`config.mk`:
```
export PLATFORM = sky130hd
export DESIGN_NAME = sdio_data_control
export DESIGN_NICKNAME = d
export VERILOG_FILES = /design/src/sdio_func_pkg.sv /design/src/sdio_xfer_pkg.sv /design/src/sdio_cmd_byte_port.sv /design/src/sdio_data_control.sv /design/src/sdio_func_router.sv /design/src/sdio_xfer_sequencer.sv
export VERILOG_INCLUDE_DIRS = /design/src /design/src/src
export SDC_FILE = /design/constraint.sdc
export NUM_CORES = 1
export LEC_CHECK = 0
export BUFFER_PORTS_ARGS = -buffer_cell sky130_fd_sc_hd__buf_2
export CAP_MARGIN = 20
export CORE_MARGIN = 4
export CORE_UTILIZATION = 25
export DETAILED_ROUTE_END_ITERATION = 8
export HOLD_SLACK_MARGIN = 0.02
export PLACE_DENSITY = 0.52
export SETUP_SLACK_MARGIN = 0.2
export SLEW_MARGIN = 40
export SYNTH_ARGS = -nofsm -noshare
export SYNTH_HDL_FRONTEND = slang
export SYNTH_SLANG_ARGS = --single-unit
export TNS_END_PERCENT = 30
```
`constraint.sdc`:
```
create_clock -name clk -period 5.4 [get_ports clk]
set_input_delay 0.27 -clock clk [delete_from_list [all_inputs] [get_ports clk]]
set_output_delay 0.27 -clock clk [all_outputs]
set_load 0.01 [all_outputs]
```
`src/sdio_data_defs.svh`:
```
//////////////////////////////////////////////////
// Widths and sizes shared by the SDIO data path.
// Include in any file that sizes a port or a type.
//////////////////////////////////////////////////
`ifndef SDIO_DATA_DEFS_SVH
`define SDIO_DATA_DEFS_SVH

`define SDIO_BYTE_W         8
`define SDIO_CNT_W          13
`define SDIO_ADDR_W         18
`define SDIO_BSIZE_W        16

// CIA is channel 0, functions 1 to 7, memory last
`define SDIO_NUM_CH         9
`define SDIO_MEM_CH         8

// Byte mode count of 0 means this many bytes
`define SDIO_BYTE_MODE_MAX  512
`define SDIO_READ_COOLDOWN  400

`endif

```
`src/sdio_func_pkg.sv`:
```
//////////////////////////////////////////////////
// Types for the function channels: channel
// number, data byte and host function number.
//////////////////////////////////////////////////
`include "sdio_data_defs.svh"

package sdio_func_pkg;

  // 0 is CIA, 1..7 functions, 8 memory
  typedef logic [3:0] ch_sel_t;

  typedef logic [`SDIO_BYTE_W-1:0] byte_t;

  // Function number as given by the host command
  typedef logic [2:0] func_num_t;

endpackage

```
`src/sdio_xfer_pkg.sv`:
```
//////////////////////////////////////////////////
// Types for a transfer: counts, addresses and the
// states of the sequencer and the byte port.
//////////////////////////////////////////////////
`include "sdio_data_defs.svh"

package sdio_xfer_pkg;

  typedef logic [`SDIO_CNT_W-1:0]  cnt_t;
  typedef logic [`SDIO_ADDR_W-1:0] addr_t;

  typedef enum logic [2:0] {
    XS_IDLE,
    XS_CONFIG,
    XS_ACTIVE,
    XS_WAIT_PHY,
    XS_COOLDOWN,
    XS_FINISHED
  } xfer_state_t;

  typedef enum logic [1:0] {
    BP_IDLE,
    BP_WRITE,
    BP_READ,
    BP_DONE
  } byte_port_state_t;

endpackage

```
`src/sdio_cmd_byte_port.sv`:
```
//////////////////////////////////////////////////
// One-byte reader and writer used while the
// command bus owns the data path.
//////////////////////////////////////////////////
`timescale 1ns/1ns
`include "sdio_data_defs.svh"

module sdio_cmd_byte_port (
  input  logic clk,
  input  logic rst,
  input  logic i_cmd_bus_sel,
  input  logic i_activate,
  input  logic i_write_flg,
  input  logic i_com_rdy,
  input  logic i_rd_stb,
  output logic o_wr_stb,
  output logic o_hst_rdy
);

  sdio_xfer_pkg::byte_port_state_t state;

  always_ff @(posedge clk) begin
    if (rst) begin
      state     <= sdio_xfer_pkg::BP_IDLE;
      o_wr_stb  <= 1'b0;
      o_hst_rdy <= 1'b0;
    end else begin
      o_wr_stb <= 1'b0;
      case (state)
        sdio_xfer_pkg::BP_IDLE: begin
          o_hst_rdy <= 1'b0;
          if (i_cmd_bus_sel && i_activate) begin
            o_hst_rdy <= i_write_flg;
            state     <= i_write_flg ? sdio_xfer_pkg::BP_WRITE : sdio_xfer_pkg::BP_READ;
          end
        end
        sdio_xfer_pkg::BP_WRITE: begin
          if (i_com_rdy) begin
            o_wr_stb  <= 1'b1;
            o_hst_rdy <= 1'b0;
            state     <= sdio_xfer_pkg::BP_DONE;
          end
        end
        sdio_xfer_pkg::BP_READ: begin
          // Ready follows the path until the channel hands over its byte
          o_hst_rdy <= i_com_rdy;
          if (i_rd_stb) begin
            o_hst_rdy <= 1'b0;
            state     <= sdio_xfer_pkg::BP_DONE;
          end
        end
        default: begin
          o_hst_rdy <= 1'b0;
        end
      endcase
      if (!i_activate && (state != sdio_xfer_pkg::BP_IDLE)) begin
        o_hst_rdy <= 1'b0;
        state     <= sdio_xfer_pkg::BP_IDLE;
      end
    end
  end

  a_single_wr_stb: assert property (@(posedge clk) disable iff (rst) o_wr_stb |=> !o_wr_stb);

endmodule

```
`src/sdio_data_control.sv`:
```
//////////////////////////////////////////////////
// SDIO device data controller top. Connects the
// router, the transfer FSM and the byte port.
//////////////////////////////////////////////////
`timescale 1ns/1ns
`include "sdio_data_defs.svh"

module sdio_data_control #(
  parameter int READ_COOLDOWN = `SDIO_READ_COOLDOWN
) (
  input  logic                                       clk,
  input  logic                                       rst,
  output logic                                       o_data_bus_busy,

  input  logic                                       i_write_flg,
  input  logic                                       i_block_mode_flg,
  input  sdio_xfer_pkg::cnt_t                        i_data_cnt,
  output sdio_xfer_pkg::cnt_t                        o_total_data_cnt,
  input  logic                                       i_inc_addr_flg,
  input  sdio_xfer_pkg::addr_t                       i_cmd_address,
  output sdio_xfer_pkg::addr_t                       o_address,
  input  logic                                       i_activate,
  output logic                                       o_finished,

  input  logic                                       i_cmd_bus_sel,
  input  logic                                       i_mem_sel,
  input  sdio_func_pkg::func_num_t                   i_func_sel,
  input  sdio_func_pkg::byte_t                       i_cmd_wr_data,
  output sdio_func_pkg::byte_t                       o_cmd_rd_data,

  input  logic                                       i_data_phy_wr_stb,
  input  sdio_func_pkg::byte_t                       i_data_phy_wr_data,
  output logic                                       o_data_phy_rd_stb,
  output sdio_func_pkg::byte_t                       o_data_phy_rd_data,
  output logic                                       o_data_phy_com_rdy,
  output logic                                       o_data_phy_activate,
  input  logic                                       i_data_phy_finished,

  output logic [`SDIO_NUM_CH-1:0]                    o_ch_wr_stb,
  output sdio_func_pkg::byte_t [`SDIO_NUM_CH-1:0]    o_ch_wr_data,
  output logic [`SDIO_NUM_CH-1:0]                    o_ch_hst_rdy,
  output logic [`SDIO_NUM_CH-1:0]                    o_ch_activate,
  input  logic [`SDIO_NUM_CH-1:0]                    i_ch_rd_stb,
  input  sdio_func_pkg::byte_t [`SDIO_NUM_CH-1:0]    i_ch_rd_data,
  input  logic [`SDIO_NUM_CH-1:0]                    i_ch_com_rdy,
  input  logic [`SDIO_NUM_CH-1:0][`SDIO_BSIZE_W-1:0] i_ch_block_size
);

  logic                     seq_rdy;
  logic                     seq_activate;
  logic                     xfer_stb;
  logic [`SDIO_BSIZE_W-1:0] block_size;
  logic                     bp_wr_stb;
  logic                     bp_hst_rdy;
  logic                     bp_rd_stb;
  logic                     bp_com_rdy;

  sdio_func_router u_router (
    .i_cmd_bus_sel       (i_cmd_bus_sel),
    .i_mem_sel           (i_mem_sel),
    .i_func_sel          (i_func_sel),
    .i_seq_rdy           (seq_rdy),
    .i_seq_activate      (seq_activate),
    .i_activate          (i_activate),
    .i_bp_wr_stb         (bp_wr_stb),
    .i_bp_hst_rdy        (bp_hst_rdy),
    .i_cmd_wr_data       (i_cmd_wr_data),
    .i_data_phy_wr_stb   (i_data_phy_wr_stb),
    .i_data_phy_wr_data  (i_data_phy_wr_data),
    .o_data_phy_rd_stb   (o_data_phy_rd_stb),
    .o_data_phy_rd_data  (o_data_phy_rd_data),
    .o_data_phy_com_rdy  (o_data_phy_com_rdy),
    .o_data_phy_activate (o_data_phy_activate),
    .o_cmd_rd_data       (o_cmd_rd_data),
    .o_bp_rd_stb         (bp_rd_stb),
    .o_com_rdy           (bp_com_rdy),
    .o_xfer_stb          (xfer_stb),
    .o_block_size        (block_size),
    .o_ch_wr_stb         (o_ch_wr_stb),
    .o_ch_wr_data        (o_ch_wr_data),
    .o_ch_hst_rdy        (o_ch_hst_rdy),
    .o_ch_activate       (o_ch_activate),
    .i_ch_rd_stb         (i_ch_rd_stb),
    .i_ch_rd_data        (i_ch_rd_data),
    .i_ch_com_rdy        (i_ch_com_rdy),
    .i_ch_block_size     (i_ch_block_size)
  );

  sdio_xfer_sequencer #(
    .READ_COOLDOWN (READ_COOLDOWN)
  ) u_seq (
    .clk                 (clk),
    .rst                 (rst),
    .i_activate          (i_activate),
    .i_write_flg         (i_write_flg),
    .i_block_mode_flg    (i_block_mode_flg),
    .i_inc_addr_flg      (i_inc_addr_flg),
    .i_data_cnt          (i_data_cnt),
    .i_cmd_address       (i_cmd_address),
    .i_block_size        (block_size),
    .i_xfer_stb          (xfer_stb),
    .i_data_phy_finished (i_data_phy_finished),
    .o_seq_rdy           (seq_rdy),
    .o_seq_activate      (seq_activate),
    .o_total_data_cnt    (o_total_data_cnt),
    .o_address           (o_address),
    .o_finished          (o_finished),
    .o_busy              (o_data_bus_busy)
  );

  sdio_cmd_byte_port u_byte_port (
    .clk           (clk),
    .rst           (rst),
    .i_cmd_bus_sel (i_cmd_bus_sel),
    .i_activate    (i_activate),
    .i_write_flg   (i_write_flg),
    .i_com_rdy     (bp_com_rdy),
    .i_rd_stb      (bp_rd_stb),
    .o_wr_stb      (bp_wr_stb),
    .o_hst_rdy     (bp_hst_rdy)
  );

endmodule

```
`src/sdio_func_router.sv`:
```
//////////////////////////////////////////////////
// Combinational steering between the command bus
// or data PHY and one of the nine channels.
//////////////////////////////////////////////////
`timescale 1ns/1ns
`include "sdio_data_defs.svh"

module sdio_func_router (
  input  logic                                      i_cmd_bus_sel,
  input  logic                                      i_mem_sel,
  input  sdio_func_pkg::func_num_t                  i_func_sel,

  input  logic                                      i_seq_rdy,
  input  logic                                      i_seq_activate,
  input  logic                                      i_activate,

  input  logic                                      i_bp_wr_stb,
  input  logic                                      i_bp_hst_rdy,
  input  sdio_func_pkg::byte_t                      i_cmd_wr_data,

  input  logic                                      i_data_phy_wr_stb,
  input  sdio_func_pkg::byte_t                      i_data_phy_wr_data,
  output logic                                      o_data_phy_rd_stb,
  output sdio_func_pkg::byte_t                      o_data_phy_rd_data,
  output logic                                      o_data_phy_com_rdy,
  output logic                                      o_data_phy_activate,

  output sdio_func_pkg::byte_t                      o_cmd_rd_data,
  output logic                                      o_bp_rd_stb,
  output logic                                      o_com_rdy,
  output logic                                      o_xfer_stb,
  output logic [`SDIO_BSIZE_W-1:0]                  o_block_size,

  output logic [`SDIO_NUM_CH-1:0]                   o_ch_wr_stb,
  output sdio_func_pkg::byte_t [`SDIO_NUM_CH-1:0]   o_ch_wr_data,
  output logic [`SDIO_NUM_CH-1:0]                   o_ch_hst_rdy,
  output logic [`SDIO_NUM_CH-1:0]                   o_ch_activate,
  input  logic [`SDIO_NUM_CH-1:0]                   i_ch_rd_stb,
  input  sdio_func_pkg::byte_t [`SDIO_NUM_CH-1:0]   i_ch_rd_data,
  input  logic [`SDIO_NUM_CH-1:0]                   i_ch_com_rdy,
  input  logic [`SDIO_NUM_CH-1:0][`SDIO_BSIZE_W-1:0] i_ch_block_size
);

  sdio_func_pkg::ch_sel_t ch;
  logic                   wr_stb;
  sdio_func_pkg::byte_t   wr_data;
  logic                   hst_rdy;
  logic                   activate;
  logic                   rd_stb;
  sdio_func_pkg::byte_t   rd_data;
  logic                   com_rdy;

  assign ch = i_mem_sel ? sdio_func_pkg::ch_sel_t'(`SDIO_MEM_CH) : {1'b0, i_func_sel};

  // Write source: byte port on the command bus, otherwise the PHY
  assign wr_stb   = i_cmd_bus_sel ? i_bp_wr_stb   : i_data_phy_wr_stb;
  assign wr_data  = i_cmd_bus_sel ? i_cmd_wr_data : i_data_phy_wr_data;
  assign hst_rdy  = i_cmd_bus_sel ? i_bp_hst_rdy  : i_seq_rdy;
  assign activate = i_cmd_bus_sel ? i_activate    : i_seq_activate;

  // Selected channel back towards the sources
  assign rd_stb       = i_ch_rd_stb[ch];
  assign rd_data      = i_ch_rd_data[ch];
  assign com_rdy      = i_ch_com_rdy[ch] & i_seq_rdy;
  assign o_block_size = i_ch_block_size[ch];
  assign o_xfer_stb   = wr_stb | rd_stb;

  assign o_data_phy_rd_stb   = i_cmd_bus_sel ? 1'b0 : rd_stb;
  assign o_data_phy_rd_data  = i_cmd_bus_sel ? '0   : rd_data;
  assign o_data_phy_com_rdy  = i_cmd_bus_sel ? 1'b0 : com_rdy;
  assign o_data_phy_activate = i_cmd_bus_sel ? 1'b0 : i_seq_activate;

  assign o_bp_rd_stb   = i_cmd_bus_sel ? rd_stb  : 1'b0;
  assign o_cmd_rd_data = i_cmd_bus_sel ? rd_data : '0;
  assign o_com_rdy     = i_cmd_bus_sel ? com_rdy : 1'b0;

  // Unselected channels see all zeros
  always_comb begin
    o_ch_wr_stb       = '0;
    o_ch_wr_data      = '0;
    o_ch_hst_rdy      = '0;
    o_ch_activate     = '0;
    o_ch_wr_stb[ch]   = wr_stb;
    o_ch_wr_data[ch]  = wr_data;
    o_ch_hst_rdy[ch]  = hst_rdy;
    o_ch_activate[ch] = activate;
  end

endmodule

```
`src/sdio_xfer_sequencer.sv`:
```
//////////////////////////////////////////////////
// Transfer FSM: sizes each byte run or block,
// counts bytes, steps the address and paces
// blocks with the PHY wait and read cooldown.
//////////////////////////////////////////////////
`timescale 1ns/1ns
`include "sdio_data_defs.svh"

module sdio_xfer_sequencer #(
  parameter int READ_COOLDOWN = `SDIO_READ_COOLDOWN
) (
  input  logic                         clk,
  input  logic                         rst,
  input  logic                         i_activate,
  input  logic                         i_write_flg,
  input  logic                         i_block_mode_flg,
  input  logic                         i_inc_addr_flg,
  input  sdio_xfer_pkg::cnt_t          i_data_cnt,
  input  sdio_xfer_pkg::addr_t         i_cmd_address,
  input  logic [`SDIO_BSIZE_W-1:0]     i_block_size,
  input  logic                         i_xfer_stb,
  input  logic                         i_data_phy_finished,
  output logic                         o_seq_rdy,
  output logic                         o_seq_activate,
  output sdio_xfer_pkg::cnt_t          o_total_data_cnt,
  output sdio_xfer_pkg::addr_t         o_address,
  output logic                         o_finished,
  output logic                         o_busy
);

  localparam int CD_W = $clog2(READ_COOLDOWN + 1);

  sdio_xfer_pkg::xfer_state_t state;
  sdio_xfer_pkg::cnt_t        byte_cnt;
  sdio_xfer_pkg::cnt_t        block_cnt;
  sdio_xfer_pkg::cnt_t        total_blocks;
  logic                       continuous;
  logic [CD_W-1:0]            cool_cnt;
  logic                       more_blocks;

  assign more_blocks    = continuous || (block_cnt < total_blocks);
  assign o_busy         = (state != sdio_xfer_pkg::XS_IDLE);
  // Ready drops as soon as the run is complete
  assign o_seq_rdy      = (state == sdio_xfer_pkg::XS_ACTIVE) &&
                          (byte_cnt != o_total_data_cnt);
  assign o_seq_activate = (state == sdio_xfer_pkg::XS_ACTIVE) ||
                          (state == sdio_xfer_pkg::XS_WAIT_PHY) ||
                          (state == sdio_xfer_pkg::XS_COOLDOWN);

  always_ff @(posedge clk) begin
    if (rst) begin
      state            <= sdio_xfer_pkg::XS_IDLE;
      byte_cnt         <= '0;
      block_cnt        <= '0;
      total_blocks     <= '0;
      continuous       <= 1'b0;
      cool_cnt         <= '0;
      o_total_data_cnt <= '0;
      o_address        <= '0;
      o_finished       <= 1'b0;
    end else begin
      o_finished <= (state == sdio_xfer_pkg::XS_FINISHED);
      case (state)
        sdio_xfer_pkg::XS_IDLE: begin
          byte_cnt         <= '0;
          block_cnt        <= '0;
          o_total_data_cnt <= '0;
          o_address        <= i_cmd_address;
          // Block mode with no count runs until activate falls
          continuous       <= i_block_mode_flg && (i_data_cnt == '0);
          total_blocks     <= i_block_mode_flg ? i_data_cnt : '0;
          if (i_activate)
            state <= sdio_xfer_pkg::XS_CONFIG;
        end
        sdio_xfer_pkg::XS_CONFIG: begin
          byte_cnt <= '0;
          if (i_block_mode_flg) begin
            o_total_data_cnt <= i_block_size[`SDIO_CNT_W-1:0];
            if (!continuous)
              block_cnt <= block_cnt + 1'b1;
          end else if (i_data_cnt == '0) begin
            o_total_data_cnt <= sdio_xfer_pkg::cnt_t'(`SDIO_BYTE_MODE_MAX);
          end else begin
            o_total_data_cnt <= i_data_cnt;
          end
          state <= sdio_xfer_pkg::XS_ACTIVE;
        end
        sdio_xfer_pkg::XS_ACTIVE: begin
          if (byte_cnt == o_total_data_cnt) begin
            if (!i_block_mode_flg) begin
              state <= sdio_xfer_pkg::XS_FINISHED;
            end else if (i_write_flg) begin
              state <= sdio_xfer_pkg::XS_WAIT_PHY;
            end else begin
              cool_cnt <= CD_W'(READ_COOLDOWN - 1);
              state    <= sdio_xfer_pkg::XS_COOLDOWN;
            end
          end else if (i_xfer_stb) begin
            byte_cnt <= byte_cnt + 1'b1;
            if (i_inc_addr_flg)
              o_address <= o_address + 1'b1;
          end
        end
        sdio_xfer_pkg::XS_WAIT_PHY: begin
          // PHY signals the end of the block, CRC and busy done
          if (i_data_phy_finished)
            state <= more_blocks ? sdio_xfer_pkg::XS_CONFIG : sdio_xfer_pkg::XS_FINISHED;
        end
        sdio_xfer_pkg::XS_COOLDOWN: begin
          if (cool_cnt == '0)
            state <= more_blocks ? sdio_xfer_pkg::XS_CONFIG : sdio_xfer_pkg::XS_FINISHED;
          else
            cool_cnt <= cool_cnt - 1'b1;
        end
        sdio_xfer_pkg::XS_FINISHED: begin
          // Hold until the host drops activate
        end
        default: begin
          state <= sdio_xfer_pkg::XS_IDLE;
        end
      endcase
      // Cancel or complete from any state
      if (!i_activate) begin
        state      <= sdio_xfer_pkg::XS_IDLE;
        o_finished <= 1'b0;
      end
    end
  end

  a_finished_busy: assert property (@(posedge clk) disable iff (rst) o_finished |-> o_busy);

  a_cnt_bound: assert property (@(posedge clk) disable iff (rst)
    byte_cnt <= o_total_data_cnt);

endmodule

```
==> results.md <==
* Outcome: finished clean
* Reg2reg setup slack at between 2 and 3 ns
* Nature of the critical path endpoint: register
* Port Buffers at 417
* Share of cells above drive strength 1 at 0.362
* Hold buffers post-CTS at 0
* Hold Path Class: input pin to register
* Post-synth EDFFs at 0
* GRT Total Usage at 0.231
* Post-route clock period utilization at 0.605
* Simple-Gate Fraction of Synth Area at 0.273
* Area of the multi-input gates at 5010 um2
* WHS Endpoint: u_seq.total_blocks[6]
* Total gr overflow at 0
* Vias at 8937
* Ys Warns at 0
* Synth Area in XOR/XNOR at 0.0340
* CP arrival at 3.55 ns
* WP buf/inv at 2
* Antenna Violating Nets Remaining at 0
* Hold depth at 3
* Placer congestion estimate at 0.931
* Initial DRC count at between 600 and 700
* Post-CTS setup buffers at 0
* Clock root cell: clkbuf_16
* DRC at 0
* Family with the most delay on the worst path: compound AO/OA/AOI/OAI gates
* Total power at 2050 uW
* Mux cell area share after synthesis at 0.130
* Most frequent cells in the layout: buf_2 (417), nor2_1 (176), nand2_1 (91)
* Commonest non-fill, non-tap cell in the layout: buf_2
* Final hold violations at 0
* Crit Path Class: input pin to register
* Worst path slowest cell: a222oi_1
* Worst Reg-to-Reg Cells at 7
* Worst-margin pin slew at 0.847 ns
* Vias in the first global route at ~8600
* Max-cap viol count at 0
* Filler cells at 3054
* Largest net degree at the start of global routing at 62
* Initial core utilization at 0.256
* Register bit total from synthesis at 88
* Initial antenna violation count at 10
* CTS H-tree lvls at 3
* Main combinational cell family by area after synthesis: simple AND/OR/NAND/NOR gates
* Worst Setup SP: i_mem_sel
* HP Start: i_data_cnt[6]
* Clk slew on worst S/H paths at 0.07 ns
* CTS resizes at 0
* Die width at 178 um
* Max rail drop VDD at 132 uV
* Synth Cell Area at approximately 7200 um2
* Vias/cell at 5.15
* CTS buffer count at 9
* Hpwl dp at between 30000 and 40000 um
* Die area at 31700 um2
* Worst path depth at 8
* Placement Rows at 61
* Worst setup SP type: input pin
* Mapped Nets at roughly 1300
* Register area share after synthesis at 0.244
* Number of detailed-route iterations in the first pass at 6
* Final cell count without fillers at 1736
* Ports at 445
* Worst path required time at 5.68 ns
* Placed cells at 1716
* DR WL/cell at 22.1 um
* Final wirelength at 38400 um
* RSZ-0062 raised after global routing: no
* CTS sink cnt at 88
* Setup TNS at 0 ns
* Fin. max-slew vios at 0
* Netlist cell types at 68
* Reg-to-reg critical path endpoint: u_seq.o_address[13]
* Post-synth top flop: dfxtp_1
* Max Fclk at 306 MHz
* CTS tree: built
* Power Density at slightly above 200 nW/um2
* Nets at 1664
* Rel. slew slack at 0.424
* First-pass GRT wire length at 53900 um
* Ys async rst share at 0
* Max clock buf depth at 2
* Leakage at 0.00476 uW
* Die Y at 178 um
* Crit-path max FO at 35
* Clock Latency Late Sink at 0.36 ns
* R2r startpoint: u_seq.byte_cnt[2]
* CP cell instances: buf_2, nor3b_1, a222oi_1, a21boi_2, buf_4, o31ai_2, nand2b_1, o22ai_1
* Min Tclk post-route at 3.26 ns
* Compound-Gate Fraction of Synth Area at 0.218
* Mapped Cells at a little under 1000
* Layout area overhead at 37.7%
* Sequential cell area at 1760 um2
* Max incr delay on CP at slightly above 0.7 ns
* Worst clock skew at 0.00964 ns
* Avg Synthesized Cell Area at 7.41 um2
* CORE AREA at 28200 um2
* Adder-Cell Fraction of Synth Area at 0.0364
* Final setup fails at 0
==> metal layers <==
layer / routed length (um) / track usage / up-vias
li1: - / - / 4263
met1: 17100 / 0.320 / 4149
met2: 16700 / 0.363 / 473
met3: 3760 / 0.0539 / 44
met4: 757 / 0.0564 / 8
met5: 47 / 0 / -
==> state kept, by name (all words and copies together) (netlist names), 2 cells and up <==
signal,count
u_seq.state,3
u_seq.o_total_data_cnt,13
u_byte_port.state,2
u_seq.o_address,18
u_seq.total_blocks,13
u_seq.cool_cnt,9
u_seq.block_cnt,13
u_seq.byte_cnt,13
==> where the power goes <==
part / switching (uW) / internal, uW
Clock: 287 / 361
Sequential: 40.0 / 686
Combinational: 404 / 270
==> cells in the mapped netlist (all sizes together) (5+ instances only) <==
| master | number | area share |
|---|---|---|
| nand4 | 13 | 0.011 |
| a31o | 6 | 0.0073 |
| and2 | 13 | 0.011 |
| a211oi | 6 | 0.0062 |
| xor2 | 22 | 0.027 |
| xnor2 | 6 | 0.0073 |
| inv | 38 | 0.020 |
| a31oi | 12 | 0.010 |
| nor3b | 5 | 0.0052 |
| o221ai | 17 | 0.021 |
| and3 | 11 | 0.0095 |
| a21boi | 7 | 0.0078 |
| o21a | 5 | 0.0052 |
| or3 | 8 | 0.0069 |
| buf | 21 | 0.017 |
| ha | 21 | 0.036 |
| o31ai | 5 | 0.0059 |
| nor4 | 9 | 0.0087 |
| mux4 | 14 | 0.044 |
| nand2 | 91 | 0.047 |
| o21ai | 44 | 0.031 |
| a21oi | 54 | 0.037 |
| o32ai | 7 | 0.0085 |
| nor3 | 23 | 0.016 |
| mux2i | 59 | 0.082 |
| a311oi | 8 | 0.0097 |
| nor2b | 14 | 0.012 |
| dfxtp | 88 | 0.24 |
| clkbuf | 51 | 0.027 |
| a22oi | 7 | 0.0073 |
| a222oi | 7 | 0.0097 |
| nor2 | 177 | 0.092 |
| nand3 | 21 | 0.015 |
| nand2b | 22 | 0.019 |
==> area by class of cell <==
cell class / count / share of cell area
multi-input cells: 775 / 0.504
repair buffers: 436 / 0.225
flip-flops and latches: 88 / 0.177
well taps: 378 / 0.0476
clock buffers: 10 / 0.0230
inverters: 39 / 0.0147
clock inverters: 6 / 0.00705
diodes: 4 / 0.00101
==> worst register-to-register path, stage by stage (launching register included) <==
cell      delay [ns]
dfxtp_1         0.45
xor2_1          0.26
nor4_1          0.10
and4_1          0.23
buf_4           0.22
o31ai_2         0.71
nand2b_1        0.45
o22ai_1         0.26
==> per-stage QoR <==
stage / instance area (um2) / utilization / setup slack, ns / hold WS, ns
after CTS: 9920 / 0.352 / 2.19 / 0.155
after global placement: 9600 / 0.341 / 1.84 / 0.460
final: 9930 / 0.353 / 2.14 / 0.166
after floorplan: 7220 / - / 3.14 / 0.379
after global routing: 9930 / 0.353 / 1.84 / 0.173
after detailed placement: 9620 / 0.342 / 1.81 / 0.473
==> how the worst max path moves through the flow <==
stage,endpoint
global route,u_seq.o_address[7]
global placement,u_seq.o_address[13]
detailed placement,u_seq.o_address[13]
finish,u_seq.o_address[13]
floorplan,o_ch_hst_rdy[0]
CTS,u_seq.o_address[13]
==> cell families after synthesis <==
| logic type | after synthesis |
|---|---|
| and+or+nand+nor | 424 |
| AOI/OAI and AO/OA | 226 |
| buffers and inverters | 111 |
| DFF | 88 |
| muxes | 76 |
| xor gates and xnor gates | 28 |
| adders and majority gates | 21 |
(Power assumes the default switching activity.)
